`config.mk`:
```
export PLATFORM = sky130hd
export DESIGN_NAME = input_ports
export DESIGN_NICKNAME = d
export VERILOG_FILES = /design/src/source/f2_pkg.sv /design/src/source/input_ports.sv
export SDC_FILE = /design/constraint.sdc
export NUM_CORES = 1
export LEC_CHECK = 0
export BUFFER_PORTS_ARGS = -buffer_cell sky130_fd_sc_hd__buf_4
export CAP_MARGIN = 20
export CELL_PAD_IN_SITES_DETAIL_PLACEMENT = 1
export CELL_PAD_IN_SITES_GLOBAL_PLACEMENT = 1
export CORE_ASPECT_RATIO = 0.8
export CORE_MARGIN = 2
export CORE_UTILIZATION = 10
export DETAILED_ROUTE_END_ITERATION = 7
export GPL_TIMING_DRIVEN = 0
export PLACE_DENSITY = 0.95
export SLEW_MARGIN = 20
export SYNTH_ARGS = -nofsm -noshare
export SYNTH_HDL_FRONTEND = slang
export SYNTH_SLANG_ARGS = --single-unit
```
`constraint.sdc`:
```
create_clock -name vclk -period 2.7
set_input_delay 0.81 -clock vclk [all_inputs]
set_output_delay 0.81 -clock vclk [all_outputs]
set_load 0.1 [all_outputs]
```
`src/source/f2_pkg.sv`:
```
`default_nettype none

package f2_pkg;

    //////////////////////////////////////////////////////////////////////
    // Memory map in 68000 byte addresses

    localparam logic [23:0] ROM_BASE   = 24'h000000;
    localparam logic [23:0] ROM_MASK   = 24'hF00000;
    localparam logic [23:0] WORK_BASE  = 24'h100000;
    localparam logic [23:0] WORK_MASK  = 24'hFF0000;
    localparam logic [23:0] COLOR_BASE = 24'h200000;
    localparam logic [23:0] COLOR_MASK = 24'hFFE000;
    localparam logic [23:0] IO_BASE    = 24'h300000;
    localparam logic [23:0] IO_MASK    = 24'hFFFFE0;

    // SDRAM placement
    localparam logic [26:0] CPU_ROM_SDR_BASE  = 27'h0000000;
    localparam logic [26:0] WORK_RAM_SDR_BASE = 27'h0100000;

    // Interrupt levels
    localparam logic [2:0] IPL_VBLANK = 3'd5;
    localparam logic [2:0] IPL_DMA    = 3'd6;

    localparam int PALETTE_AW = 12;

    //////////////////////////////////////////////////////////////////////
    // Shared types

    typedef struct packed {
        logic [23:0] word_addr;
        logic [1:0]  ds_n;      // UDS, LDS
        logic        rw;
        logic [2:0]  fc;
        logic [15:0] dout;
    } cpu_bus_t;

    typedef struct packed {
        logic rom;
        logic work;
        logic color;
        logic io;
        logic iack;
    } chip_sel_t;

    typedef struct packed {
        logic [26:0] addr;
        logic [15:0] data;
        logic [1:0]  be;
        logic        rw;        // 1 is read
        logic        req;
    } sdr_req_t;

    typedef struct packed {
        logic [7:0] joy_p1;
        logic [7:0] joy_p2;
        logic [1:0] start;
        logic [1:0] coin;
        logic [7:0] dswa;
        logic [7:0] dswb;
    } player_inputs_t;

    // xBGR555 as stored by the CPU
    typedef union packed {
        logic [15:0] raw;
        struct packed {
            logic       unused;
            logic [4:0] blue;
            logic [4:0] green;
            logic [4:0] red;
        } color;
    } palette_word_u;

    typedef struct packed {
        logic [7:0] red;
        logic [7:0] green;
        logic [7:0] blue;
    } rgb_t;

endpackage

`default_nettype wire

```
`src/source/input_ports.sv`:
```
`timescale 1ns/1ns
`default_nettype none

module input_ports (
    input  f2_pkg::cpu_bus_t       bus,
    input  f2_pkg::chip_sel_t      sel,
    input  f2_pkg::player_inputs_t inputs,
    output logic [7:0]             rdata
);

    logic [3:0] index;
    logic [7:0] p1_wire;
    logic [7:0] p2_wire;

    // Board wire order from bit 7 is start, buttons 3..1, right, left, down, up
    function automatic logic [7:0] wire_order(
        input logic [7:0] joy,
        input logic       start
    );
        return {start, joy[6:4], joy[0], joy[1], joy[2], joy[3]};
    endfunction

    assign index   = bus.word_addr[4:1];
    assign p1_wire = wire_order(inputs.joy_p1, inputs.start[0]);
    assign p2_wire = wire_order(inputs.joy_p2, inputs.start[1]);

    always_comb begin
        rdata = 8'hFF;
        if (sel.io) begin
            case (index)
                4'd0: rdata = ~inputs.dswa;
                4'd1: rdata = ~inputs.dswb;
                4'd2: rdata = ~p1_wire;
                4'd3: rdata = ~p2_wire;
                4'd4: rdata = {4'b1111, ~inputs.coin, 2'b11};
                default: rdata = 8'hFF;
            endcase
        end
    end

endmodule

`default_nettype wire

```
==> metrics.cfg <==
[synth]
yosysMostFrequentCell=o22ai_1
synth_area_per_cell_sq_um=6.51
yosysTopAreaCell=o22ai_1
ys_types=20
synthTopCellsByCount=o22ai_1, a211o_1, mux2i_1
synth_area_leaders=o22ai_1, a211o_1, mux2i_1
synth_area_sq_um=287
netlist_instances=44
ys_seq_area_share_pct=0
ys.warnings.count=0
syn-num-nets=131
yosysTopAreaCellShare_pct=21.8

[floorplanning]
rows=17
fp.dieH_um=51.9
core_sq_mm=0.00274
num_io_pins=95
die_w_um=63.8
die_area_sq_mm=0.00331
start_util_pct=10.4

[sta]
hold_viol_final=0
period_minus_slack_ps=2670
slew_viol_final=0
setup_violations=0
relSlewSlack_pct=81.7
fin_hold_ws_ps=2120
fmax_ghz=0.375
period_share_pct=98.7
worst_slew_pin_slew_ps=275

[power]
sw_frac_of_total_pct=51.7
p_clk_share_pct=0
p_int_uw=68.7
pwr-share-comb_pct=100.0
ir_worst_vdd_mv=0.0404
total_power_uw=142
p_sw_uw=73.6
p_leak_nw=0.368
p_per_area_mw_per_mm2=182
seq_power_share_pct=0

[setup_path]
path_class=in2out
worstPathArrival_ps=1860
cp_data_required_time_ps=1890
cp-start-kind=input pin
startpoint=bus[23]
crit_end=rdata[6]
end_kind=primary output
crit_fanout=8

[detailed_routing]
vias_per_cell=4.22
drt_first_pass_iters=2
route.detailed.drc=0
vias=548
drt-initial-drc-count=3
wl_per_cell_um=13.5
routed_wl_um=1750
drtAntennaViolNets=0

[final_layout]
n_antenna_cell=0
seq_cells=0
clockBufferCount=0
area_growth_pct=173
drive_above_1_share_pct=66.3
final_nets=181
seq_area_sq_um=0
n_fill_cell=334

[job]
maxCapViolCount=0

[placed_design]
gp_congestion=0.770
numPortBuffers=46
hpwl_um=1510

[worst_hold_path]
hp-class=in2out

[clocking]
hold_buffers=0

[global_route]
grt_pass1_wl_um=2720
antenna_found_initial=0
grt_pass1_vias=598
gr-total-overflow=0
track_usage_pct=10.2
grt_max_degree=10

[outcome]
run_status=finished, final reports clean

layout make-up:
class / count / area, sq um / area share [%]
Buffer: 2 / 22.5 / 2.88
Tap cell: 38 / 47.5 / 6.08
Timing Repair Buffer: 48 / 404 / 51.7
Multi-Input combinational cell: 40 / 300 / 38.4
Inverter: 2 / 7.51 / 0.960
critical path, cell delays in order:
cell and delay [ps]:
buf_4 130, nand2b_4 140, nor4_1 40, or4_4 540
buf_12 180
what timing repair did:
action / CTS / global route
setup buffers: 1 / 1
gates resized for setup: 5 / 12
endpoints found under the hold margin: 0 / 0
pin swaps: 0 / 1
endpoints found under the setup margin: 4 / 8
placed cells by master (no fill, tap or decap):
cell type	count
buf_12	2
nor3_1	1
o22ai_1	10
or4_4	1
nor2b_4	1
or2_1	1
a211o_2	5
nor2_2	1
nand4_1	2
inv_1	2
nand3_1	2
mux2_1	1
nand2_1	2
nand2b_1	1
nor4_1	2
nor2_1	1
nand2_2	1
nand2b_4	1
buf_4	41
buf_6	7
or2b_4	1
o21ai_1	2
mux2i_1	4
routing by layer:
| layer | up-vias | global-route usage (%) | wire, um |
|---|---|---|---|
| li1 | 277 | - | - |
| met1 | 255 | 10.7 | 585 |
| met2 | 12 | 22.6 | 1100 |
| met3 | 4 | 0.433 | 39 |
| met4 | 0 | 1.81 | 29 |
| met5 | - | 0 | 0 |
logic make-up after synthesis:
group,count (synthesis),synth area share (%)
compound gates,17,40.6
simple gates,18,35.4
mux,5,17.9
buf+inv,4,6.11
power by group through the flow:
stage | sequential [mW] | clock (mW) | combinational [mW]
global route | 0 | 0 | 0.150
finish | 0 | 0 | 0.142
floorplan | 0 | 0 | 0.0705
CTS | 0 | 0 | 0.134
detailed placement | 0 | 0 | 0.131
global placement | 0 | 0 | 0.128
through the flow:
step	util (%)	TNS (ps)	cells	setup slack, ps	area (sq um)
floorplan	-	-785	44	-392	309
global placement	25.6	-166	128	-166	702
detailed placement	25.6	-224	128	-208	702
CTS	26.5	-21.5	129	-9.51	728
global route	28.5	-4.25	130	-3.88	782
finish	28.5	0	130	34.9	782
how the worst min path moves through the flow:
stage	depth (start not counted)	startpoint	end	slack, ps
finish	4	bus[26]	rdata[2]	2120
CTS	4	bus[26]	rdata[2]	2130
detailed placement	5	inputs[29]	rdata[2]	2140
global route	4	bus[26]	rdata[2]	2120
global placement	5	inputs[28]	rdata[3]	2140
floorplan	2	inputs[26]	rdata[6]	2000
Note: power is estimated with default switching activity, not from simulation.
