==> src/source/f2_pkg.sv <==
`default_nettype none

package f2_pkg;

    //////////////////////////////////////////////////////////////////////
    // Memory map in 68000 byte addresses

    localparam logic [23:0] ROM_BASE   = 24'h000000;
    localparam logic [23:0] ROM_MASK   = 24'hF00000;
    localparam logic [23:0] WORK_BASE  = 24'h100000;
    localparam logic [23:0] WORK_MASK  = 24'hFF0000;
    localparam logic [23:0] COLOR_BASE = 24'h200000;
    localparam logic [23:0] COLOR_MASK = 24'hFFE000;
    localparam logic [23:0] IO_BASE    = 24'h300000;
    localparam logic [23:0] IO_MASK    = 24'hFFFFE0;

    // SDRAM placement
    localparam logic [26:0] CPU_ROM_SDR_BASE  = 27'h0000000;
    localparam logic [26:0] WORK_RAM_SDR_BASE = 27'h0100000;

    // Interrupt levels
    localparam logic [2:0] IPL_VBLANK = 3'd5;
    localparam logic [2:0] IPL_DMA    = 3'd6;

    localparam int PALETTE_AW = 12;

    //////////////////////////////////////////////////////////////////////
    // Shared types

    typedef struct packed {
        logic [23:0] word_addr;
        logic [1:0]  ds_n;      // UDS, LDS
        logic        rw;
        logic [2:0]  fc;
        logic [15:0] dout;
    } cpu_bus_t;

    typedef struct packed {
        logic rom;
        logic work;
        logic color;
        logic io;
        logic iack;
    } chip_sel_t;

    typedef struct packed {
        logic [26:0] addr;
        logic [15:0] data;
        logic [1:0]  be;
        logic        rw;        // 1 is read
        logic        req;
    } sdr_req_t;

    typedef struct packed {
        logic [7:0] joy_p1;
        logic [7:0] joy_p2;
        logic [1:0] start;
        logic [1:0] coin;
        logic [7:0] dswa;
        logic [7:0] dswb;
    } player_inputs_t;

    // xBGR555 as stored by the CPU
    typedef union packed {
        logic [15:0] raw;
        struct packed {
            logic       unused;
            logic [4:0] blue;
            logic [4:0] green;
            logic [4:0] red;
        } color;
    } palette_word_u;

    typedef struct packed {
        logic [7:0] red;
        logic [7:0] green;
        logic [7:0] blue;
    } rgb_t;

endpackage

`default_nettype wire

==> src/source/sdram_bridge.sv <==
`timescale 1ns/1ns
`default_nettype none

module sdram_bridge (
    input  logic              clk,
    input  logic              reset,
    input  f2_pkg::cpu_bus_t  bus,
    input  f2_pkg::chip_sel_t sel,
    input  logic              sdr_ack,
    output f2_pkg::sdr_req_t  sdr_req,
    output logic              wait_n
);
    import f2_pkg::*;

    logic        strobe;
    logic        prev_idle;
    logic        new_cycle;
    logic        start;
    logic        req_q;
    logic [26:0] addr_q;
    logic [15:0] data_q;
    logic [1:0]  be_q;
    logic        rw_q;

    assign strobe    = ~&bus.ds_n;
    assign new_cycle = strobe & prev_idle;
    assign start     = new_cycle & (sel.rom | sel.work);

    //////////////////////////////////////////////////////////////////////
    // Toggle side

    always_ff @(posedge clk) begin
        if (reset) begin
            prev_idle <= 1'b1;
            req_q     <= 1'b0;
        end else begin
            prev_idle <= ~strobe;
            if (start) begin
                req_q <= ~req_q;
            end
        end
    end

    // Request payload latched with the toggle
    always_ff @(posedge clk) begin
        if (new_cycle && sel.rom) begin
            addr_q <= CPU_ROM_SDR_BASE + {3'b0, bus.word_addr};
            be_q   <= ~bus.ds_n;
            rw_q   <= 1'b1;
        end else if (new_cycle && sel.work) begin
            addr_q <= WORK_RAM_SDR_BASE + {11'b0, bus.word_addr[15:0]};
            data_q <= bus.dout;
            be_q   <= ~bus.ds_n;
            rw_q   <= bus.rw;
        end
    end

    assign sdr_req = '{addr: addr_q, data: data_q, be: be_q, rw: rw_q, req: req_q};

    // Held off from the first strobe cycle until the ack catches up
    assign wait_n = ~(start | (req_q != sdr_ack));

endmodule

`default_nettype wire
==> config.mk <==
export PLATFORM = sky130hd
export DESIGN_NAME = sdram_bridge
export DESIGN_NICKNAME = d
export VERILOG_FILES = /design/src/source/f2_pkg.sv /design/src/source/sdram_bridge.sv
export SDC_FILE = /design/constraint.sdc
export NUM_CORES = 1
export LEC_CHECK = 0
export BUFFER_PORTS_ARGS = -buffer_cell sky130_fd_sc_hd__buf_2
export CORE_ASPECT_RATIO = 1.1
export CORE_MARGIN = 4
export CORE_UTILIZATION = 44
export CTS_CLUSTER_DIAMETER = 60
export DETAILED_ROUTE_END_ITERATION = 10
export HOLD_SLACK_MARGIN = 0.06
export PLACE_DENSITY_LB_ADDON = 0.12
export SETUP_SLACK_MARGIN = 0.15
export SLEW_MARGIN = 0
export SYNTH_ARGS = -nofsm -noshare
export SYNTH_HDL_FRONTEND = slang
export SYNTH_SLANG_ARGS = --single-unit
==> constraint.sdc <==
create_clock -name clk -period 2.5 [get_ports clk]
set_input_delay 0.5 -clock clk [delete_from_list [all_inputs] [get_ports clk]]
set_output_delay 0.5 -clock clk [all_outputs]
set_load 0.02 [all_outputs]
==> metrics.yaml <==
crit_path_max_fanout: 14
port_buffers: 92
postSynthAreaPerCell_um2: 20.8
endpoint_kind: "output pin"
overflow: 0
synth_commonest_cells: "edfxtp_1, and2_1, buf_4, dfxtp_1, inv_1"
dieArea_um2: 4460
ys_seq_area_frac: 0.870
yosysTopAreaCellShare: 0.830
fp.dieW_um: 64.0
wirelength_um: 2850
start_util: 0.456
rsz0062_at_grt: "no"
synthMuxAreaShare: 0.00988
cp_slowest_cell: "dfxtp_1"
min_period_ns: 1.76
synth-simple-area-share: 0.0626
cp-startpoint: "prev_idle"
r2r_start: "prev_idle"
seqCellArea_um2: 1320
drc_errors: 0
setup_violations: 0
grt_pass1_wl_um: 4300
grt_start_max_net_pins: 18
fmax_mhz: 569
required_ns: 2.00
clkTransAtPathRegs_ns: 0.13
path_class: "reg -> out"
fin_skew_ns: 0.0117
p_int_mw: 1.14
worstPathArrival_ns: 1.26
vias: 951
pre_cts_ws_ns: 0.765
core_area_um2: 3330
cts_buffer_depth: 2
fillers: 267
fin_ws_ns: 0.743
boundaryPins: 102
cts_hold_buf: 0
drv_slew: 0
yosysTopAreaCell: "edfxtp_1"
post_cts_buffers: 0
antenna_cells: 0
synthCells: 73
min_from: "bus[26]"
drtPass1Iterations: 4
viasPerCell: 4.34
p_leak_nw: 0.945
clock_latency_ns: 0.35
cp-start-kind: "register"
total_power_mw: 1.46
track_usage: 0.134
drive_above_1_share: 0.608
synth_cell_types: 17
synth_xor_area_frac: 0.00577
irDropWorstVdd_mv: 0.380
async_reset_ff_frac: 0
synth_top_family_by_area: "simple AND/OR/NAND/NOR gates"
cts_buffers: 5
hold_viol: 0
power.share.clock: 0.289
synth.area.top_cells: "edfxtp_1, dfxtp_1, and2_1"
p_sw_mw: 0.321
comb_power_share: 0.112
cp_slowest_stage_delay_ns: 0.39
cts_sinks: 45
drv_cap: 0
chipHeight_um: 69.6
synth.most_common_cell: "edfxtp_1"
p_seq_frac: 0.599
cts_resized: 0
clockRootBuffer: "clkbuf_4"
synth_adder_area_share: 0
ys_ff_latch: 45
finalNetCount: 224
dp_hpwl_um: 2250
synth_area_um2: 1520
yosys_warnings: 0
status: "finished clean"
netSwitchingFraction: 0.220
cts_max_level: 2
area_growth_syn_to_layout_pct: 37.8
rows: 22
antenna_found_initial: 0
ant_nets: 0
first_iter_violations: 40
gp_congestion: 0.682
multiInputGateArea_um2: 156
tns_ns: 0
period_share: 0.703
cts_tree: "yes"
detail_route.wl_per_cell_um: 13.0
first_global_vias: 959
synth_ff_type: "edfxtp_1"
synth_edf_count: 42
hold_path.class: "in -> reg"
synth_compound_area_frac: 0.0173
path_cells: "o211a_4 -> nor2_1 -> buf_2"
powerDensity_nw_per_um2: 698
path summary, 6_finish.rpt:
kind | to | slack, ns | cells after the start
worst max-delay path | wait_n | 0.74 | 3
worst min-delay path | addr_q[4] | 0.31 | 1
worst min register to register | rw_q | 0.50 | 1
worst max register to register | addr_q[22] | 1.23 | 2
logic make-up after synthesis:
kind of cell | after synthesis
AO/OA/AOI/OAI | 2
XOR/XNOR | 1
buffers and inverters | 8
flip-flops | 45
multiplexers | 1
other | 1
AND/OR/NAND/NOR | 15
power by group through the flow:
stage / registers, mW / logic, mW / clock network (mW)
4_1_cts: 0.876 / 0.166 / 0.435
6_report: 0.876 / 0.163 / 0.422
3_3_place_gp: 0.892 / 0.161 / 0
2_1_floorplan: 0.933 / 0.0540 / 0
5_1_grt: 0.880 / 0.177 / 0.474
3_5_place_dp: 0.893 / 0.166 / 0
critical path, delay by kind of cell (launching register included):
kind | cells | cell delay (ns)
AOI/OAI and AO/OA | 1 | 0.29
and+or+nand+nor | 1 | 0.07
buffers and inverters | 1 | 0.16
DFF | 1 | 0.39
placed cells by master, fill, tap and decap left out, drive strengths merged, types with 2 or more instances in the layout:
| cell | instances |
|---|---|
| edfxtp | 42 |
| clkbuf | 6 |
| nor2 | 2 |
| inv | 3 |
| and2 | 7 |
| buf | 93 |
| dfxtp | 3 |
| conb | 3 |
routing by layer:
metal / track usage / share of wire / wire length, um / vias to the layer above
li1: - / - / - / 452
met1: 0.121 / 0.33 / 929 / 438
met2: 0.231 / 0.54 / 1550 / 54
met3: 0.0746 / 0.11 / 305 / 7
met4: 0.0719 / 0.024 / 68 / 0
met5: 0 / 0 / 0 / -
through the flow:
stage	hold WS, ns	util	cells	instance area [um^2]
6_report	0.312	0.628	219	2090
5_1_grt	0.275	0.628	219	2090
4_1_cts	0.295	0.628	219	2090
3_5_place_dp	0.485	0.606	211	2020
3_3_place_gp	0.481	0.606	211	2020
2_1_floorplan	0.469	-	75	1530
area by class of cell:
class                           count  share of cell area
Tap cell                           48              0.0287
Timing Repair Buffer               93               0.224
Inverter                            3             0.00538
Multi-Input combinational cell     22              0.0747
Clock inverter                      2              0.0167
Sequential cell                    45               0.631
Clock buffer                        6              0.0197
state kept, by name, indices dropped and copies added (netlist names):
| signal | flops |
|---|---|
| prev_idle | 1 |
| data_q | 16 |
| rw_q | 1 |
| addr_q | 24 |
| req_q | 1 |
| be_q | 2 |
Note: power is estimated with default switching activity, not from simulation.
