--- src/source/f2_pkg.sv ---
`default_nettype none

package f2_pkg;

    //////////////////////////////////////////////////////////////////////
    // Memory map in 68000 byte addresses

    localparam logic [23:0] ROM_BASE   = 24'h000000;
    localparam logic [23:0] ROM_MASK   = 24'hF00000;
    localparam logic [23:0] WORK_BASE  = 24'h100000;
    localparam logic [23:0] WORK_MASK  = 24'hFF0000;
    localparam logic [23:0] COLOR_BASE = 24'h200000;
    localparam logic [23:0] COLOR_MASK = 24'hFFE000;
    localparam logic [23:0] IO_BASE    = 24'h300000;
    localparam logic [23:0] IO_MASK    = 24'hFFFFE0;

    // SDRAM placement
    localparam logic [26:0] CPU_ROM_SDR_BASE  = 27'h0000000;
    localparam logic [26:0] WORK_RAM_SDR_BASE = 27'h0100000;

    // Interrupt levels
    localparam logic [2:0] IPL_VBLANK = 3'd5;
    localparam logic [2:0] IPL_DMA    = 3'd6;

    localparam int PALETTE_AW = 12;

    //////////////////////////////////////////////////////////////////////
    // Shared types

    typedef struct packed {
        logic [23:0] word_addr;
        logic [1:0]  ds_n;      // UDS, LDS
        logic        rw;
        logic [2:0]  fc;
        logic [15:0] dout;
    } cpu_bus_t;

    typedef struct packed {
        logic rom;
        logic work;
        logic color;
        logic io;
        logic iack;
    } chip_sel_t;

    typedef struct packed {
        logic [26:0] addr;
        logic [15:0] data;
        logic [1:0]  be;
        logic        rw;        // 1 is read
        logic        req;
    } sdr_req_t;

    typedef struct packed {
        logic [7:0] joy_p1;
        logic [7:0] joy_p2;
        logic [1:0] start;
        logic [1:0] coin;
        logic [7:0] dswa;
        logic [7:0] dswb;
    } player_inputs_t;

    // xBGR555 as stored by the CPU
    typedef union packed {
        logic [15:0] raw;
        struct packed {
            logic       unused;
            logic [4:0] blue;
            logic [4:0] green;
            logic [4:0] red;
        } color;
    } palette_word_u;

    typedef struct packed {
        logic [7:0] red;
        logic [7:0] green;
        logic [7:0] blue;
    } rgb_t;

endpackage

`default_nettype wire

--- src/source/interrupt_controller.sv ---
`timescale 1ns/1ns
`default_nettype none

module interrupt_controller (
    input  logic              clk,
    input  logic              reset,
    input  f2_pkg::cpu_bus_t  bus,
    input  f2_pkg::chip_sel_t sel,
    input  logic              vblank_n,
    input  logic              dma_n,
    output logic [2:0]        ipl_n
);
    import f2_pkg::*;

    logic vblank_prev;
    logic dma_prev;
    logic vblank_pend;
    logic dma_pend;
    logic vblank_edge;
    logic dma_edge;
    logic ack_vblank;
    logic ack_dma;

    assign vblank_edge = vblank_prev & ~vblank_n;
    assign dma_edge    = ~dma_prev & dma_n;

    // A3..A1 carry the level being acknowledged
    assign ack_vblank = sel.iack & (bus.word_addr[3:1] == IPL_VBLANK);
    assign ack_dma    = sel.iack & (bus.word_addr[3:1] == IPL_DMA);

    // Pin levels from the previous clock
    always_ff @(posedge clk) begin
        vblank_prev <= vblank_n;
        dma_prev    <= dma_n;
    end

    always_ff @(posedge clk) begin
        if (reset) begin
            vblank_pend <= 1'b0;
            dma_pend    <= 1'b0;
        end else begin
            if (vblank_edge) begin
                vblank_pend <= 1'b1;
            end
            if (dma_edge) begin
                dma_pend <= 1'b1;
            end
            if (ack_vblank) begin
                vblank_pend <= 1'b0;
            end
            if (ack_dma) begin
                dma_pend <= 1'b0;
            end
        end
    end

    // Highest pending level wins
    assign ipl_n = dma_pend    ? ~IPL_DMA :
                   vblank_pend ? ~IPL_VBLANK :
                   3'b111;

endmodule

`default_nettype wire

--- config.mk ---
export PLATFORM = sky130hd
export DESIGN_NAME = interrupt_controller
export DESIGN_NICKNAME = d
export VERILOG_FILES = /design/src/source/f2_pkg.sv /design/src/source/interrupt_controller.sv
export SDC_FILE = /design/constraint.sdc
export NUM_CORES = 1
export LEC_CHECK = 0
export BUFFER_PORTS_ARGS = -buffer_cell sky130_fd_sc_hd__buf_2
export CAP_MARGIN = 0
export CORE_AREA = 2 2 39 41
export CTS_CLUSTER_SIZE = 12
export DETAILED_ROUTE_END_ITERATION = 7
export DIE_AREA = 0 0 41 43
export PLACE_DENSITY = 0.56
export REMOVE_ABC_BUFFERS = 1
export SYNTH_ARGS = -nofsm -noshare
export SYNTH_HDL_FRONTEND = slang
export SYNTH_SLANG_ARGS = --single-unit
--- constraint.sdc ---
create_clock -name clk -period 0.8 [get_ports clk]
set_input_delay 0.04 -clock clk [delete_from_list [all_inputs] [get_ports clk]]
set_output_delay 0.04 -clock clk [all_outputs]
set_load 0.01 [all_outputs]
==> results of run 1 <==
[worst reg2reg max path, stage by stage, from the launching register on]
cell      delay (ps)
dfxtp_2          320
inv_2             40
buf_4            120
a211oi_2         160
[repair_timing]
item	CTS	global route
gates resized for setup	2	1
hold buffers	3	0
endpoints found under the hold margin	4	0
setup buffers	1	0
endpoints found under the setup margin	3	3
[sequential cells by signal, indices dropped and copies added, names as in the netlist]
register     count
vblank_prev      1
dma_prev         1
dma_pend         1
vblank_pend      1
[layout make-up]
| type | instances | area (um^2) |
|---|---|---|
| clock buffers | 3 | 22.5 |
| fillers | 150 | 1100 |
| inverters | 2 | 7.51 |
| multi-input cells | 8 | 60.1 |
| flip-flops and latches | 4 | 81.3 |
| well taps | 16 | 20.0 |
| repair buffers | 14 | 87.6 |
[per-layer routing]
metal | GRT usage (%) | routed length [um] | part of all wire (%) | up-vias
met5 | 0 | 0 | 0 | -
met4 | 0 | 0 | 0 | 0
met3 | 9.42 | 62 | 19 | 0
met2 | 7.50 | 131 | 40 | 11
met1 | 3.86 | 135 | 41 | 62
li1 | - | - | - | 83
[power groups by stage]
stage | Sequential, mW | Clock [mW] | Combinational [mW]
after global placement | 0.221 | 0 | 0.0567
after global routing | 0.221 | 0.276 | 0.0866
after CTS | 0.220 | 0.254 | 0.0738
after detailed placement | 0.221 | 0 | 0.0573
after floorplan | 0.220 | 0 | 0.0250
final | 0.219 | 0.250 | 0.0757
[layout by cell type (no fill, tap or decap)]
master         netlist  routed
buf_4                0       1
nor2_1               1       1
dfxtp_1              4       3
a211oi_2             0       1
dfxtp_2              0       1
inv_2                0       1
a211oi_1             2       1
and4b_1              2       2
nand2b_1             2       2
dlygate4sd3_1        0       3
buf_2                0      10
nand2_1              1       1
inv_1                2       1
clkbuf_4             0       3
[logic make-up (layout without fill, tap and decap cells)]
| kind of cell | Yosys count | after routing | share of synthesized area (%) |
|---|---|---|---|
| AO/OA/AOI/OAI | 2 | 2 | 10.5 |
| buffers and inverters | 2 | 19 | 5.27 |
| flip-flops | 4 | 4 | 56.1 |
| AND/OR/NAND/NOR | 6 | 6 | 28.1 |
[per-stage QoR]
stage	cell area, um^2	std cells
6_report	279	47
5_1_grt	279	47
4_1_cts	274	47
3_5_place_dp	213	40
3_3_place_gp	213	40
2_1_floorplan	143	14
[cells in the mapped netlist, drive strengths merged]
cell type / n / share of area (%)
inv: 2 / 5.3
dfxtp: 4 / 56
nand2b: 2 / 8.8
nor2: 1 / 2.6
a211oi: 2 / 11
and4b: 2 / 14
nand2: 1 / 2.6
[worst paths after layout]
kind	startpoint	endpoint	slack (ps)	cells after the start
min	vblank_n	vblank_pend$_SDFFE_PP0P_	90	3
min reg2reg	vblank_prev$_DFF_P_	vblank_pend$_SDFFE_PP0P_	450	2
max	dma_pend$_SDFFE_PP0P_	ipl_n[0]	-10	3
max reg2reg	dma_pend$_SDFFE_PP0P_	dma_pend$_SDFFE_PP0P_	80	3
==> impl_metrics.yaml, run 1 <==
power_and_ir_drop:
  switching_share_pct: 21.6
  ir_drop_mv: 0.779
  power_leakage_nw: 0.128
  power.share.clock_pct: 45.9
  power_switching_mw: 0.118
  combPwrFrac_pct: 13.9
  power_mw: 0.545
  p_int_mw: 0.428
  power.density_nw_per_um2: 1950
  seq_power_share_pct: 40.3
timing:
  tightest_slew_ps: 159
  worst_slack_ps: -13.5
  setup_tns_ps: -21.9
  fmax_ghz: 1.23
  slew_violations: 0
  finalHoldViolCount: 0
  skew_ps: 5.50
  rsz0062_at_grt: "true"
  hold-worst-slack_ps: 85.6
  setup_violations: 2
  fin_crit_ps: 813
  slew_headroom_pct: 89.3
  timing.final.crit_share_pct: 102
setup_path:
  start_kind: "flop"
  path_delay_family: "flip-flops"
  crit_path_cell_trace: "inv_2 > nand2_1 > buf_2"
  critPathMaxStageDelay_ps: 310
  cp_max_fo: 3
  cp_num_buf_inv: 2
  path_class: "flop to output pin"
  cp_data_required_time_ps: 760
  endpoint_kind: "output pin"
  critPathSlowestCell: "dfxtp_2"
  arrival_ps: 770
placement:
  place_ws_ps: 101
  port_buffers: 10
  gp_congestion: 0.553
synth:
  synth_area_um2: 143
  synth_cells: 14
  yosysSeqAreaShare_pct: 56.1
  syn_avg_cell_area_um2: 10.2
  ys_warn_count: 0
  synthDistinctLibCells: 7
  ys_seq_elements: 4
cells_and_area:
  area_growth_syn_to_layout_pct: 95.6
  drive_above_1_share_pct: 54.8
  fin_util_pct: 20.2
  antenna_cells: 0
  nets: 88
floorplanning:
  rows: 14
  chipWidth_um: 41
  boundaryPins: 58
  die_y_um: 43
  fp.coreArea_um2: 1380
  dieArea_um2: 1760
  start_util_pct: 10.3
drt:
  wire_per_inst_um: 7.00
  ant_nets: 0
  drc: 0
  vias_per_cell: 3.32
  first_pass_iters: 3
  drt_iter0_markers: 1
  wl_um: 329
  vias: 156
global_routing:
  grt_start_max_net_pins: 4
  grt_pass1_vias: 162
  antenna_found_initial: 0
  gr-usage-all-layers_pct: 5.42
  grt_pass1_wl_um: 545
  overflow: 0
outcome:
  status: "complete, but fails checks"
  violations: "negative setup slack"
min_path:
  hold_path.class: "primary input to flop"
clocking:
  cts_sinks: 4
  clkTransAtPathRegs_ps: 40
  clk-insertion-delay-late_ps: 240
  cts.path.max_buffers: 2
  clock-root-buffer: "clkbuf_4"
  cts_tree: "yes"
  numCtsBuffers: 3
  cts.htree.levels: 1
run:
  cap_violations: 0
(Power assumes the default switching activity.)
==> run 2, diff against run 1 <==
PLACE_DENSITY = not set   (was 0.56)
==> run 2 against run 1 <==
Compared with the run above: the run still ends with negative setup slack left; fmax up 1.1%; first-iteration DRC count grew 100%; routed wire length down 4.9%; via count fell by 0.64%; flip-flop and latch count is the same; die area did not move; setup slack improved by 8.8 ps.
==> impl_metrics.yaml, run 2 (synthesized netlist as in run 1, its figures left out) <==
setup_path:
  cp-startpoint: "dma_pend$_SDFFE_PP0P_"
  cp_max_fo: 3
  start_kind: "flop"
  cp_data_required_time_ps: 760
  endpoint_kind: "output pin"
  r2r_start: "dma_pend$_SDFFE_PP0P_"
  path_class: "flop to output pin"
  arrival_ps: 760
  reg2reg_slack_ps: 40
cells_and_area:
  multi_input_area_um2: 60.1
  final_cell_mix: "buf_2 (10), clkbuf_4 (3), dlygate4sd3_1 (3)"
  n_fill_cell: 154
  regArea_um2: 82.6
  antenna_cells: 0
  drive_above_1_share_pct: 58.1
  fin_util_pct: 20.3
  area_growth_syn_to_layout_pct: 96.5
  final_cells: 47
  nets: 88
  final_area_um2: 280
  final_common_cell: "buf_2"
clocking:
  cts.path.max_buffers: 2
  cts_sinks: 4
  cts.htree.levels: 1
  clock-root-buffer: "clkbuf_4"
  clkTransAtPathRegs_ps: 40
  clk-insertion-delay-late_ps: 230
  cts_tree: "yes"
  numCtsBuffers: 3
floorplanning:
  die_y_um: 43
  rows: 14
  fp.coreArea_um2: 1380
  dieArea_um2: 1760
  start_util_pct: 10.3
  chipWidth_um: 41
  boundaryPins: 58
drt:
  ant_nets: 0
  drc: 0
  vias_per_cell: 3.30
  drt_iter0_markers: 2
  wire_per_inst_um: 6.66
  first_pass_iters: 2
  vias: 155
  wl_um: 313
power_and_ir_drop:
  p_int_mw: 0.428
  seq_power_share_pct: 41.1
  switching_share_pct: 20.2
  combPwrFrac_pct: 14.2
  power.density_nw_per_um2: 1910
  power_leakage_nw: 0.128
  power.share.clock_pct: 44.7
  ir_drop_mv: 1.01
  power_switching_mw: 0.108
global_routing:
  overflow: 0
  grt_start_max_net_pins: 4
  antenna_found_initial: 0
  grt_pass1_vias: 156
  grt_pass1_wl_um: 503
  gr-usage-all-layers_pct: 4.82
min_path:
  hold_path.class: "primary input to flop"
  min_from: "vblank_n"
timing:
  setup_violations: 2
  rsz0062_at_grt: "true"
  slew_headroom_pct: 87.8
  tightest_slew_ps: 181
  slew_violations: 0
  timing.final.crit_share_pct: 101
  fin_crit_ps: 805
  fmax_ghz: 1.24
  finalHoldViolCount: 0
  skew_ps: 2.33
  hold-worst-slack_ps: 83.3
  worst_slack_ps: -4.64
placement:
  port_buffers: 10
  hpwl_um: 244
  gp_congestion: 0.601
  place_area_um2: 213
  dp_cells: 40
outcome:
  status: "complete, but fails checks"
  violations: "negative setup slack"
run:
  cap_violations: 0
==> run 2: cell counts in the layout (fill, tap and decap cells not counted) <==
No cell type changed its count.
==> run 2: metrics by stage <==
step           total power, mW  setup slack (ps)  setup TNS (ps)
2_1_floorplan            0.245               130               0
3_3_place_gp             0.277               108               0
3_5_place_dp             0.279               105               0
4_1_cts                  0.546             -14.5           -20.1
5_1_grt                  0.575             -50.7            -102
6_report                 0.536             -4.64           -5.68
==> run 2: critical path, cell delays in order, from the launching register on <==
cell	delay [ps]
dfxtp_2	310
inv_2	60
nand2_1	40
buf_2	130
==> run 2: cell type report <==
| cell class | count | area share (%) |
|---|---|---|
| clock buffers | 3 | 8.04 |
| inverters | 2 | 2.68 |
| multi-input cells | 8 | 21.4 |
| flip-flops and latches | 4 | 29.5 |
| well taps | 16 | 7.14 |
| repair buffers | 14 | 31.2 |
==> run 2: timing repair <==
| action | 4_1_cts | 5_1_grt |
|---|---|---|
| endpoints found under the setup margin | 2 | 4 |
| gates resized for setup | 2 | 2 |
| setup buffers | 1 | 0 |
| pin swaps | 0 | 2 |
| hold buffers | 3 | 0 |
| hold endpoints to repair | 4 | 0 |
==> run 2: per-layer routing <==
layer / wire (um) / vias up / share of wire, % / track usage [%]
met1: 137 / 64 / 44 / 3.87
met3: 42 / 0 / 13 / 7.85
met2: 133 / 8 / 42 / 6.56
li1: - / 83 / - / -
met5: 0 / - / 0 / 0
met4: 0 / 0 / 0 / 0
==> run 2: worst paths after layout <==
kind	cells after the start	endpoint
hold reg to reg	2	vblank_pend$_SDFFE_PP0P_
setup / recovery	3	ipl_n[0]
setup reg to reg	3	dma_pend$_SDFFE_PP0P_
hold / removal	3	vblank_pend$_SDFFE_PP0P_
==> run 2: power groups by stage <==
| stage | registers [mW] | logic [mW] | clock network, mW |
|---|---|---|---|
| 3_3_place_gp | 0.221 | 0.0566 | 0 |
| 4_1_cts | 0.220 | 0.0738 | 0.253 |
| 5_1_grt | 0.221 | 0.0874 | 0.266 |
| 2_1_floorplan | 0.220 | 0.0250 | 0 |
| 3_5_place_dp | 0.221 | 0.0575 | 0 |
| 6_report | 0.220 | 0.0759 | 0.240 |
