===== config.mk =====
export PLATFORM = sky130hd
export DESIGN_NAME = address_decoder
export DESIGN_NICKNAME = d
export VERILOG_FILES = /design/src/source/f2_pkg.sv /design/src/source/address_decoder.sv
export SDC_FILE = /design/constraint.sdc
export NUM_CORES = 1
export LEC_CHECK = 0
export ABC_CLOCK_PERIOD_IN_PS = 800
export BUFFER_PORTS_ARGS = -buffer_cell sky130_fd_sc_hd__buf_2
export CAP_MARGIN = 20
export CELL_PAD_IN_SITES_DETAIL_PLACEMENT = 0
export CELL_PAD_IN_SITES_GLOBAL_PLACEMENT = 2
export CORE_AREA = 2 2 39 41
export DETAILED_ROUTE_END_ITERATION = 6
export DIE_AREA = 0 0 41 43
export PLACE_DENSITY = 0.95
export SLEW_MARGIN = 25
export SYNTH_ARGS = -nofsm -noshare
export SYNTH_HDL_FRONTEND = slang
export SYNTH_SLANG_ARGS = --single-unit

===== constraint.sdc =====
create_clock -name vclk -period 0.8
set_input_delay 0.08 -clock vclk [all_inputs]
set_output_delay 0.08 -clock vclk [all_outputs]
set_load 0.05 [all_outputs]

===== src/source/f2_pkg.sv =====
`default_nettype none

package f2_pkg;

    //////////////////////////////////////////////////////////////////////
    // Memory map in 68000 byte addresses

    localparam logic [23:0] ROM_BASE   = 24'h000000;
    localparam logic [23:0] ROM_MASK   = 24'hF00000;
    localparam logic [23:0] WORK_BASE  = 24'h100000;
    localparam logic [23:0] WORK_MASK  = 24'hFF0000;
    localparam logic [23:0] COLOR_BASE = 24'h200000;
    localparam logic [23:0] COLOR_MASK = 24'hFFE000;
    localparam logic [23:0] IO_BASE    = 24'h300000;
    localparam logic [23:0] IO_MASK    = 24'hFFFFE0;

    // SDRAM placement
    localparam logic [26:0] CPU_ROM_SDR_BASE  = 27'h0000000;
    localparam logic [26:0] WORK_RAM_SDR_BASE = 27'h0100000;

    // Interrupt levels
    localparam logic [2:0] IPL_VBLANK = 3'd5;
    localparam logic [2:0] IPL_DMA    = 3'd6;

    localparam int PALETTE_AW = 12;

    //////////////////////////////////////////////////////////////////////
    // Shared types

    typedef struct packed {
        logic [23:0] word_addr;
        logic [1:0]  ds_n;      // UDS, LDS
        logic        rw;
        logic [2:0]  fc;
        logic [15:0] dout;
    } cpu_bus_t;

    typedef struct packed {
        logic rom;
        logic work;
        logic color;
        logic io;
        logic iack;
    } chip_sel_t;

    typedef struct packed {
        logic [26:0] addr;
        logic [15:0] data;
        logic [1:0]  be;
        logic        rw;        // 1 is read
        logic        req;
    } sdr_req_t;

    typedef struct packed {
        logic [7:0] joy_p1;
        logic [7:0] joy_p2;
        logic [1:0] start;
        logic [1:0] coin;
        logic [7:0] dswa;
        logic [7:0] dswb;
    } player_inputs_t;

    // xBGR555 as stored by the CPU
    typedef union packed {
        logic [15:0] raw;
        struct packed {
            logic       unused;
            logic [4:0] blue;
            logic [4:0] green;
            logic [4:0] red;
        } color;
    } palette_word_u;

    typedef struct packed {
        logic [7:0] red;
        logic [7:0] green;
        logic [7:0] blue;
    } rgb_t;

endpackage

`default_nettype wire


===== src/source/address_decoder.sv =====
`timescale 1ns/1ns
`default_nettype none

module address_decoder (
    input  f2_pkg::cpu_bus_t  bus,
    output f2_pkg::chip_sel_t sel
);
    import f2_pkg::*;

    logic strobe;

    function automatic logic region_hit(
        input logic [23:0] addr,
        input logic [23:0] base,
        input logic [23:0] mask
    );
        return (addr & mask) == base;
    endfunction

    assign strobe = ~&bus.ds_n;

    always_comb begin
        sel = '0;
        if (strobe) begin
            // FC 7 marks an interrupt acknowledge cycle
            if (bus.fc == 3'b111) begin
                sel.iack = 1'b1;
            end else if (region_hit(bus.word_addr, ROM_BASE, ROM_MASK)) begin
                sel.rom = 1'b1;
            end else if (region_hit(bus.word_addr, WORK_BASE, WORK_MASK)) begin
                sel.work = 1'b1;
            end else if (region_hit(bus.word_addr, COLOR_BASE, COLOR_MASK)) begin
                sel.color = 1'b1;
            end else if (region_hit(bus.word_addr, IO_BASE, IO_MASK)) begin
                sel.io = 1'b1;
            end
        end
    end

endmodule

`default_nettype wire


==> impl_metrics.py, run 1 <==
metrics = {
    "status": {
        "status": "finished with violations",
        "violations": "negative setup slack",
    },
    "power_and_ir_drop": {
        "p_int_uw": 99.6,
        "swShare_pct": 44.0,
        "power_uw": 178,
        "vdd_drop_max_uv": 107,
        "p_leak_uw": 0.000218,
        "p_clk_share_pct": 0,
        "combinationalPowerShare_pct": 100.0,
        "p_sw_uw": 78.2,
        "p_per_area_nw_per_um2": 372,
        "seq_power_share_pct": 0,
    },
    "yosys": {
        "yosys_warnings": 0,
        "synth_area_um2": 111,
        "netlist_instances": 15,
        "netlist_top_cells_area": "nor4b_2 (13%), a211oi_2 (11%), nor3b_2 (11%)",
        "synth.most_common_cell": "nand2_1",
        "yosys.cell_types.count": 10,
        "synth-seq-area-share_pct": 0,
        "syn_area_per_cell_um2": 7.42,
        "synth_commonest_cells": "nand2_1 (3), nand3_1 (2), nor3_1 (2), nor4_1 (2)",
        "synth_top_area_share_pct": 13.5,
        "yosys.area.top_type": "nor4b_2",
        "synth_nets": 61,
    },
    "route": {
        "drc": 0,
        "drt_wl_total_um": 545,
        "wl_per_cell_um": 8.52,
        "drtIter0Drc": 0,
        "drtAntennaViolNets": 0,
        "via_per_inst": 3.88,
        "vias": 248,
        "dr.pass1.iters": 1,
    },
    "die": {
        "fp.dieW_um": 41,
        "die_h_um": 43,
        "dieArea_um2": 1760,
        "initial_core_util_pct": 8.05,
        "core-area_um2": 1380,
        "pin_count": 51,
        "core.rowCount": 14,
    },
    "sta": {
        "clock.fmax_mhz": 940,
        "drv_slew": 0,
        "slew_headroom_pct": 83.3,
        "fin_crit_sh_pct": 133,
        "hold_viol_final": 0,
        "worstMarginPinSlew_ps": 248,
        "rsz0062_at_grt": "true",
        "setup_viol_count_final": 4,
        "finalCriticalPeriod_ps": 1060,
        "fin_ws_ps": -263,
    },
    "worst_hold_path": {
        "hold_path_class": "in2out",
        "hold_depth": 3,
        "whs_endpoint": "sel[0]",
        "min_from": "bus[20]",
    },
    "final_layout": {
        "fin_util_pct": 34.5,
        "design.seq.count": 0,
        "stdcell_count": 64,
        "seqCellArea_um2": 0,
        "clock_buffers": 0,
        "nets": 96,
        "finalInstanceArea_um2": 478,
        "n_antenna_cell": 0,
        "area_growth_pct": 329,
        "layout-drive-gt1-share_pct": 97.9,
    },
    "global_routing": {
        "grt_pass1_wl_um": 862,
        "gr-total-overflow": 0,
        "grtUsageTotal_pct": 6.40,
        "grt_max_degree": 4,
        "antenna_found_initial": 0,
        "first_global_vias": 238,
    },
    "clocking": {
        "postCtsHoldBufs": 0,
        "post_cts_buffers": 0,
    },
    "place": {
        "gp_congestion": 0.631,
        "dpl_cell_area_um2": 370,
        "io_buffers": 29,
        "dp_worst_setup_slack_ps": -383,
        "dp_hpwl_um": 454,
        "placed_cells": 64,
    },
    "run": {
        "drv_cap": 0,
    },
    "setup_path": {
        "startpoint_type": "primary input",
        "worstSetupEndpointType": "primary output",
        "crit_required_ps": 720,
        "critPathKind": "in2out",
        "cp_max_fo": 2,
        "cp.arrival_ps": 980,
    },
}
## logic make-up (layout without fill, tap and decap cells)
group | after synthesis | after routing | synth area share, %
AOI/OAI and AO/OA | 2 | 2 | 15.7
buffers and inverters | 0 | 33 | 0
and+or+nand+nor | 13 | 13 | 84.3
## per-layer routing
layer	global-route usage [%]	vias to the layer above	wire (um)
met1	7.94	103	181
met5	0	-	0
li1	-	127	-
met3	0	0	75
met4	0	0	0
met2	12.2	18	288
## power by group through the flow
| stage | sequential, uW | clock (uW) | combinational, uW |
|---|---|---|---|
| floorplan | 0 | 0 | 38.1 |
| global placement | 0 | 0 | 133 |
| detailed placement | 0 | 0 | 135 |
| CTS | 0 | 0 | 171 |
| global route | 0 | 0 | 191 |
| finish | 0 | 0 | 178 |
## final cells by class
class                           count  area (um^2)
Multi-Input combinational cell     15          210
Timing Repair Buffer               33          248
Fill cell                         143          906
Tap cell                           16         20.0
## cells in the final DEF (no fill, tap or decap)
master    Yosys  routed
nand2_1       3       1
nor4_2        1       2
nand3_2       0       1
nand2_2       0       2
nor4b_4       0       1
buf_8         0       1
nor3_4        0       3
buf_6         0      10
nor3b_4       0       1
a211oi_4      0       1
nor4_4        0       1
buf_2         0      18
buf_4         0       4
nand3_4       0       1
a21oi_2       0       1
## metrics by stage
| step | setup TNS (ps) | hold slack, ps |
|---|---|---|
| 2_1_floorplan | -970 | 223 |
| 4_1_cts | -967 | 436 |
| 5_1_grt | -1190 | 447 |
| 3_5_place_dp | -1530 | 511 |
| 6_report | -908 | 433 |
| 3_3_place_gp | -1480 | 509 |
## worst max path at each step
stage / from / slack [ps] / endpoint
floorplan: bus[36] / -270 / sel[2]
global placement: bus[36] / -380 / sel[2]
detailed placement: bus[20] / -380 / sel[2]
CTS: bus[37] / -290 / sel[2]
global route: bus[37] / -340 / sel[2]
finish: bus[37] / -260 / sel[2]
## timing repair
item                                    4_1_cts  5_1_grt
gates resized for setup                      21        3
pin swaps                                     9        3
cloned                                        0        0
endpoints found under the hold margin         0        0
endpoints found under the setup margin        5        5
## worst max-delay path: stages
cell	delay, ps
buf_6	90
nor4b_4	270
nand3_2	160
nor3b_4	200
buf_6	180
No activity file was read; power rests on OpenSTA's default activity.
==> run 2, diff against run 1 <==
- PLACE_DENSITY: 0.95 -> default
- PLACE_DENSITY_LB_ADDON: default -> 0.2
- SLEW_MARGIN: 25 -> default
==> impl_metrics.py, run 2 (synthesized netlist as in run 1, its figures left out) <==
metrics = {
    "final_layout": {
        "fill_cells": 145,
        "area_growth_pct": 351,
        "nets": 98,
        "seqCellArea_um2": 0,
        "final_cell_mix": "buf_2 (18), buf_6 (11), buf_4 (5)",
        "finalInstanceArea_um2": 502,
        "clock_buffers": 0,
        "layout-drive-gt1-share_pct": 98.0,
        "layout_commonest_cell": "buf_2",
        "design.seq.count": 0,
        "n_antenna_cell": 0,
    },
    "global_routing": {
        "gr-total-overflow": 0,
        "antenna_found_initial": 0,
        "grtUsageTotal_pct": 6.72,
        "grt_pass1_wl_um": 910,
        "first_global_vias": 258,
        "grt_max_degree": 4,
    },
    "route": {
        "drt_wl_total_um": 639,
        "via_per_inst": 3.92,
        "drc": 0,
        "dr.pass1.iters": 1,
        "drtAntennaViolNets": 0,
        "vias": 259,
        "wl_per_cell_um": 9.68,
        "drtIter0Drc": 0,
    },
    "die": {
        "dieArea_um2": 1760,
        "die_h_um": 43,
        "core.rowCount": 14,
        "fp.dieW_um": 41,
        "core-area_um2": 1380,
        "initial_core_util_pct": 8.05,
        "pin_count": 51,
    },
    "setup_path": {
        "crit_family": "simple AND/OR/NAND/NOR gates",
        "critPathKind": "in2out",
        "startpoint_type": "primary input",
        "cp.arrival_ps": 1000,
        "path_cells": "buf_8, a211oi_4, nand3_2, nor3b_4, buf_6",
        "crit_path_top_delay_cell": "a211oi_4",
        "cp_slowest_stage_delay_ps": 260,
        "cp_num_buf_inv": 2,
        "cp_max_fo": 2,
        "crit_path_start": "bus[20]",
        "crit_required_ps": 720,
        "worstSetupEndpointType": "primary output",
    },
    "sta": {
        "drv_slew": 0,
        "setup_tns_ps": -1000,
        "worstMarginPinSlew_ps": 242,
        "hold_viol_final": 0,
        "slew_headroom_pct": 83.7,
        "setup_viol_count_final": 4,
        "fin_crit_sh_pct": 135,
        "fin_ws_ps": -276,
        "clock.fmax_mhz": 929,
        "rsz0062_at_grt": "true",
        "finalCriticalPeriod_ps": 1080,
    },
    "place": {
        "dp_hpwl_um": 532,
        "io_buffers": 29,
        "dpl_cell_area_um2": 378,
        "gp_congestion": 0.554,
    },
    "power_and_ir_drop": {
        "p_per_area_nw_per_um2": 378,
        "p_leak_uw": 0.000233,
        "vdd_drop_max_uv": 99.7,
    },
    "status": {
        "status": "finished with violations",
        "violations": "negative setup slack",
    },
    "run": {
        "drv_cap": 0,
    },
    "worst_hold_path": {
        "min_from": "bus[42]",
        "hold_path_class": "in2out",
    },
    "clocking": {
        "postCtsHoldBufs": 0,
    },
}
[run 2: changes by cell type in the layout (fill, tap and decap cells not counted), sizes merged]
cell,before,now
buf,33,35
[run 2: what timing repair did]
item                       4_1_cts  5_1_grt
buffers inserted                 0        1
gates cloned                     0        0
setup endpoints to repair        5        5
pin swaps                        8        6
resized for setup               16       10
[run 2: cell type report]
class                           instances  area [um^2]  share of cell area, %
Tap cell                               16         20.0                   3.99
Multi-Input combinational cell         15          215                   42.9
Timing Repair Buffer                   35          267                   53.1
[run 2: metal layers]
metal  share of wire [%]  up-vias  global-route usage, %
met4                   0        0                      0
met1                  32      109                   7.69
met5                   0        -                      0
met2                  55       19                   13.4
met3                  13        0                      0
li1                    -      131                      -
[run 2: report_power, final]
group	leakage (uW)	internal (uW)	switching, uW	total, uW
registers	0	0	0	0
clock network	0	0	0	0
logic	0.000233	107	82.5	190
total	0.000233	107	82.5	190
[run 2: path summary, 6_finish.rpt]
kind  cells past startpoint      to  slack (ps)
min                       3  sel[2]         490
max                       5  sel[2]        -280
[run 2: through the flow]
step	hold slack [ps]	power [uW]	instances	worst slack, ps	utilization [%]
2_1_floorplan	223	38.1	15	-273	-
3_3_place_gp	542	136	65	-377	27.3
3_5_place_dp	547	139	65	-390	27.3
4_1_cts	489	167	65	-287	32.5
5_1_grt	502	203	66	-328	36.3
6_report	488	190	66	-276	36.3
==> run 3, diff against run 2 <==
--- a/config.mk
+++ b/config.mk
@@ -12,5 +12,5 @@
 export CELL_PAD_IN_SITES_GLOBAL_PLACEMENT = 2
-export CORE_AREA = 2 2 39 41
+export CORE_AREA = 8 8 45 47
 export DETAILED_ROUTE_END_ITERATION = 6
-export DIE_AREA = 0 0 41 43
+export DIE_AREA = 0 0 53 55
 export PLACE_DENSITY_LB_ADDON = 0.2
==> constraint.sdc (replaced) <==
create_clock -name vclk -period 0.8
set_input_delay 0.12 -clock vclk [all_inputs]
set_output_delay 0.12 -clock vclk [all_outputs]
set_load 0.05 [all_outputs]
==> impl_metrics.py, run 3 (synthesized netlist as in run 1, its figures left out) <==
metrics = {
    "setup_path": {
        "worstSetupEndpointType": "primary output",
        "path_cells": "buf_6, a211oi_4, nand3_2, nor3b_4, buf_6",
        "cp_max_fo": 2,
        "startpoint_type": "primary input",
        "crit_required_ps": 680,
        "cp_num_buf_inv": 2,
        "critPathKind": "in2out",
        "crit_path_top_delay_cell": "a211oi_4",
        "cp_common_cell": "buf_6",
        "crit_family": "simple AND/OR/NAND/NOR gates",
        "cp.arrival_ps": 1020,
        "cp_slowest_stage_delay_ps": 260,
    },
    "sta": {
        "worstMarginPinSlew_ps": 244,
        "rsz0062_at_grt": "true",
        "fin_crit_sh_pct": 143,
        "fin_ws_ps": -344,
        "drv_slew": 0,
        "hold_viol_final": 0,
        "clock.fmax_mhz": 874,
        "setup_viol_count_final": 4,
        "slew_headroom_pct": 83.6,
        "setup_tns_ps": -1240,
        "finalCriticalPeriod_ps": 1140,
    },
    "global_routing": {
        "gr-total-overflow": 0,
        "grt_pass1_wl_mm": 1.19,
        "first_global_vias": 297,
        "grt_max_degree": 4,
        "antenna_found_initial": 0,
        "grtUsageTotal_pct": 4.81,
    },
    "route": {
        "drtIter0Drc": 0,
        "drtAntennaViolNets": 0,
        "highest_layer": "met3",
        "route.met2.wl_um": 420,
        "drc": 0,
        "via_per_inst": 3.97,
        "drt_wl_total_um": 747,
        "dr_wl_met3_um": 92,
        "wl_per_cell_um": 11.7,
        "dr.pass1.iters": 1,
        "m1WireLength_um": 235,
        "vias": 254,
    },
    "final_layout": {
        "area_growth_pct": 322,
        "n_antenna_cell": 0,
        "fill_cells": 162,
        "final_cell_mix": "buf_2 (18), buf_6 (10), buf_4 (5)",
        "layout-drive-gt1-share_pct": 97.9,
        "layout_commonest_cell": "buf_2",
        "design.seq.count": 0,
        "multi_input_area_um2": 210,
        "nets": 96,
        "clock_buffers": 0,
        "fin_util_pct": 34.0,
        "seqCellArea_um2": 0,
    },
    "die": {
        "die_h_um": 55,
        "core-area_um2": 1380,
        "core.rowCount": 14,
        "initial_core_util_pct": 8.05,
        "pin_count": 51,
        "dieArea_um2": 2920,
        "fp.dieW_um": 53,
    },
    "worst_hold_path": {
        "whs_endpoint": "sel[2]",
        "hold_depth": 3,
        "hold_path_class": "in2out",
        "min_from": "bus[42]",
    },
    "run": {
        "drv_cap": 0,
    },
    "place": {
        "dp_worst_setup_slack_ps": -470,
        "io_buffers": 29,
        "gp_congestion": 0.664,
    },
    "power_and_ir_drop": {
        "p_leak_uw": 0.000217,
        "p_per_area_nw_per_um2": 372,
        "vdd_drop_max_uv": 79.6,
    },
    "status": {
        "status": "finished with violations",
        "violations": "negative setup slack",
    },
    "clocking": {
        "post_cts_buffers": 0,
    },
}
-- run 3: cell count changes in the layout (fill, tap and decap cells not counted), sizes merged --
cell	delta
buf	-2
-- run 3: worst max path at each step --
stage / endpoint / slack, ps / start / cells past startpoint
after global routing: sel[3] / -400 / bus[41] / 5
after floorplan: sel[2] / -350 / bus[36] / 3
final: sel[2] / -340 / bus[20] / 5
after global placement: sel[2] / -450 / bus[36] / 5
after CTS: sel[3] / -350 / bus[41] / 5
after detailed placement: sel[3] / -470 / bus[38] / 5
-- run 3: report_power, final --
group          internal (uW)  switching (uW)
registers                  0               0
clock network              0               0
logic                   96.5            78.3
-- run 3: through the flow --
step	instances	instance area, um^2	power (uW)	hold WS [ps]
after floorplan	15	183	39.8	303
after CTS	64	449	168	573
final	64	470	175	568
after global placement	64	378	137	622
after detailed placement	64	378	140	627
after global routing	64	470	186	579
-- run 3: area by class of cell --
class,count,share of cell area [%]
Timing Repair Buffer,33,51.1
Tap cell,16,4.26
Multi-Input combinational cell,15,44.7
-- run 3: repair_timing --
action	4_1_cts	5_1_grt
hold buffers	0	0
pin swaps	5	3
resized for setup	16	5
endpoints found under the hold margin	0	0
setup endpoints to repair	5	4
-- run 3: routing by layer --
metal / track usage [%] / vias up
met5: 0 / -
met2: 8.98 / 16
li1: - / 127
met3: 1.07 / 0
met4: 0 / 0
met1: 5.77 / 111
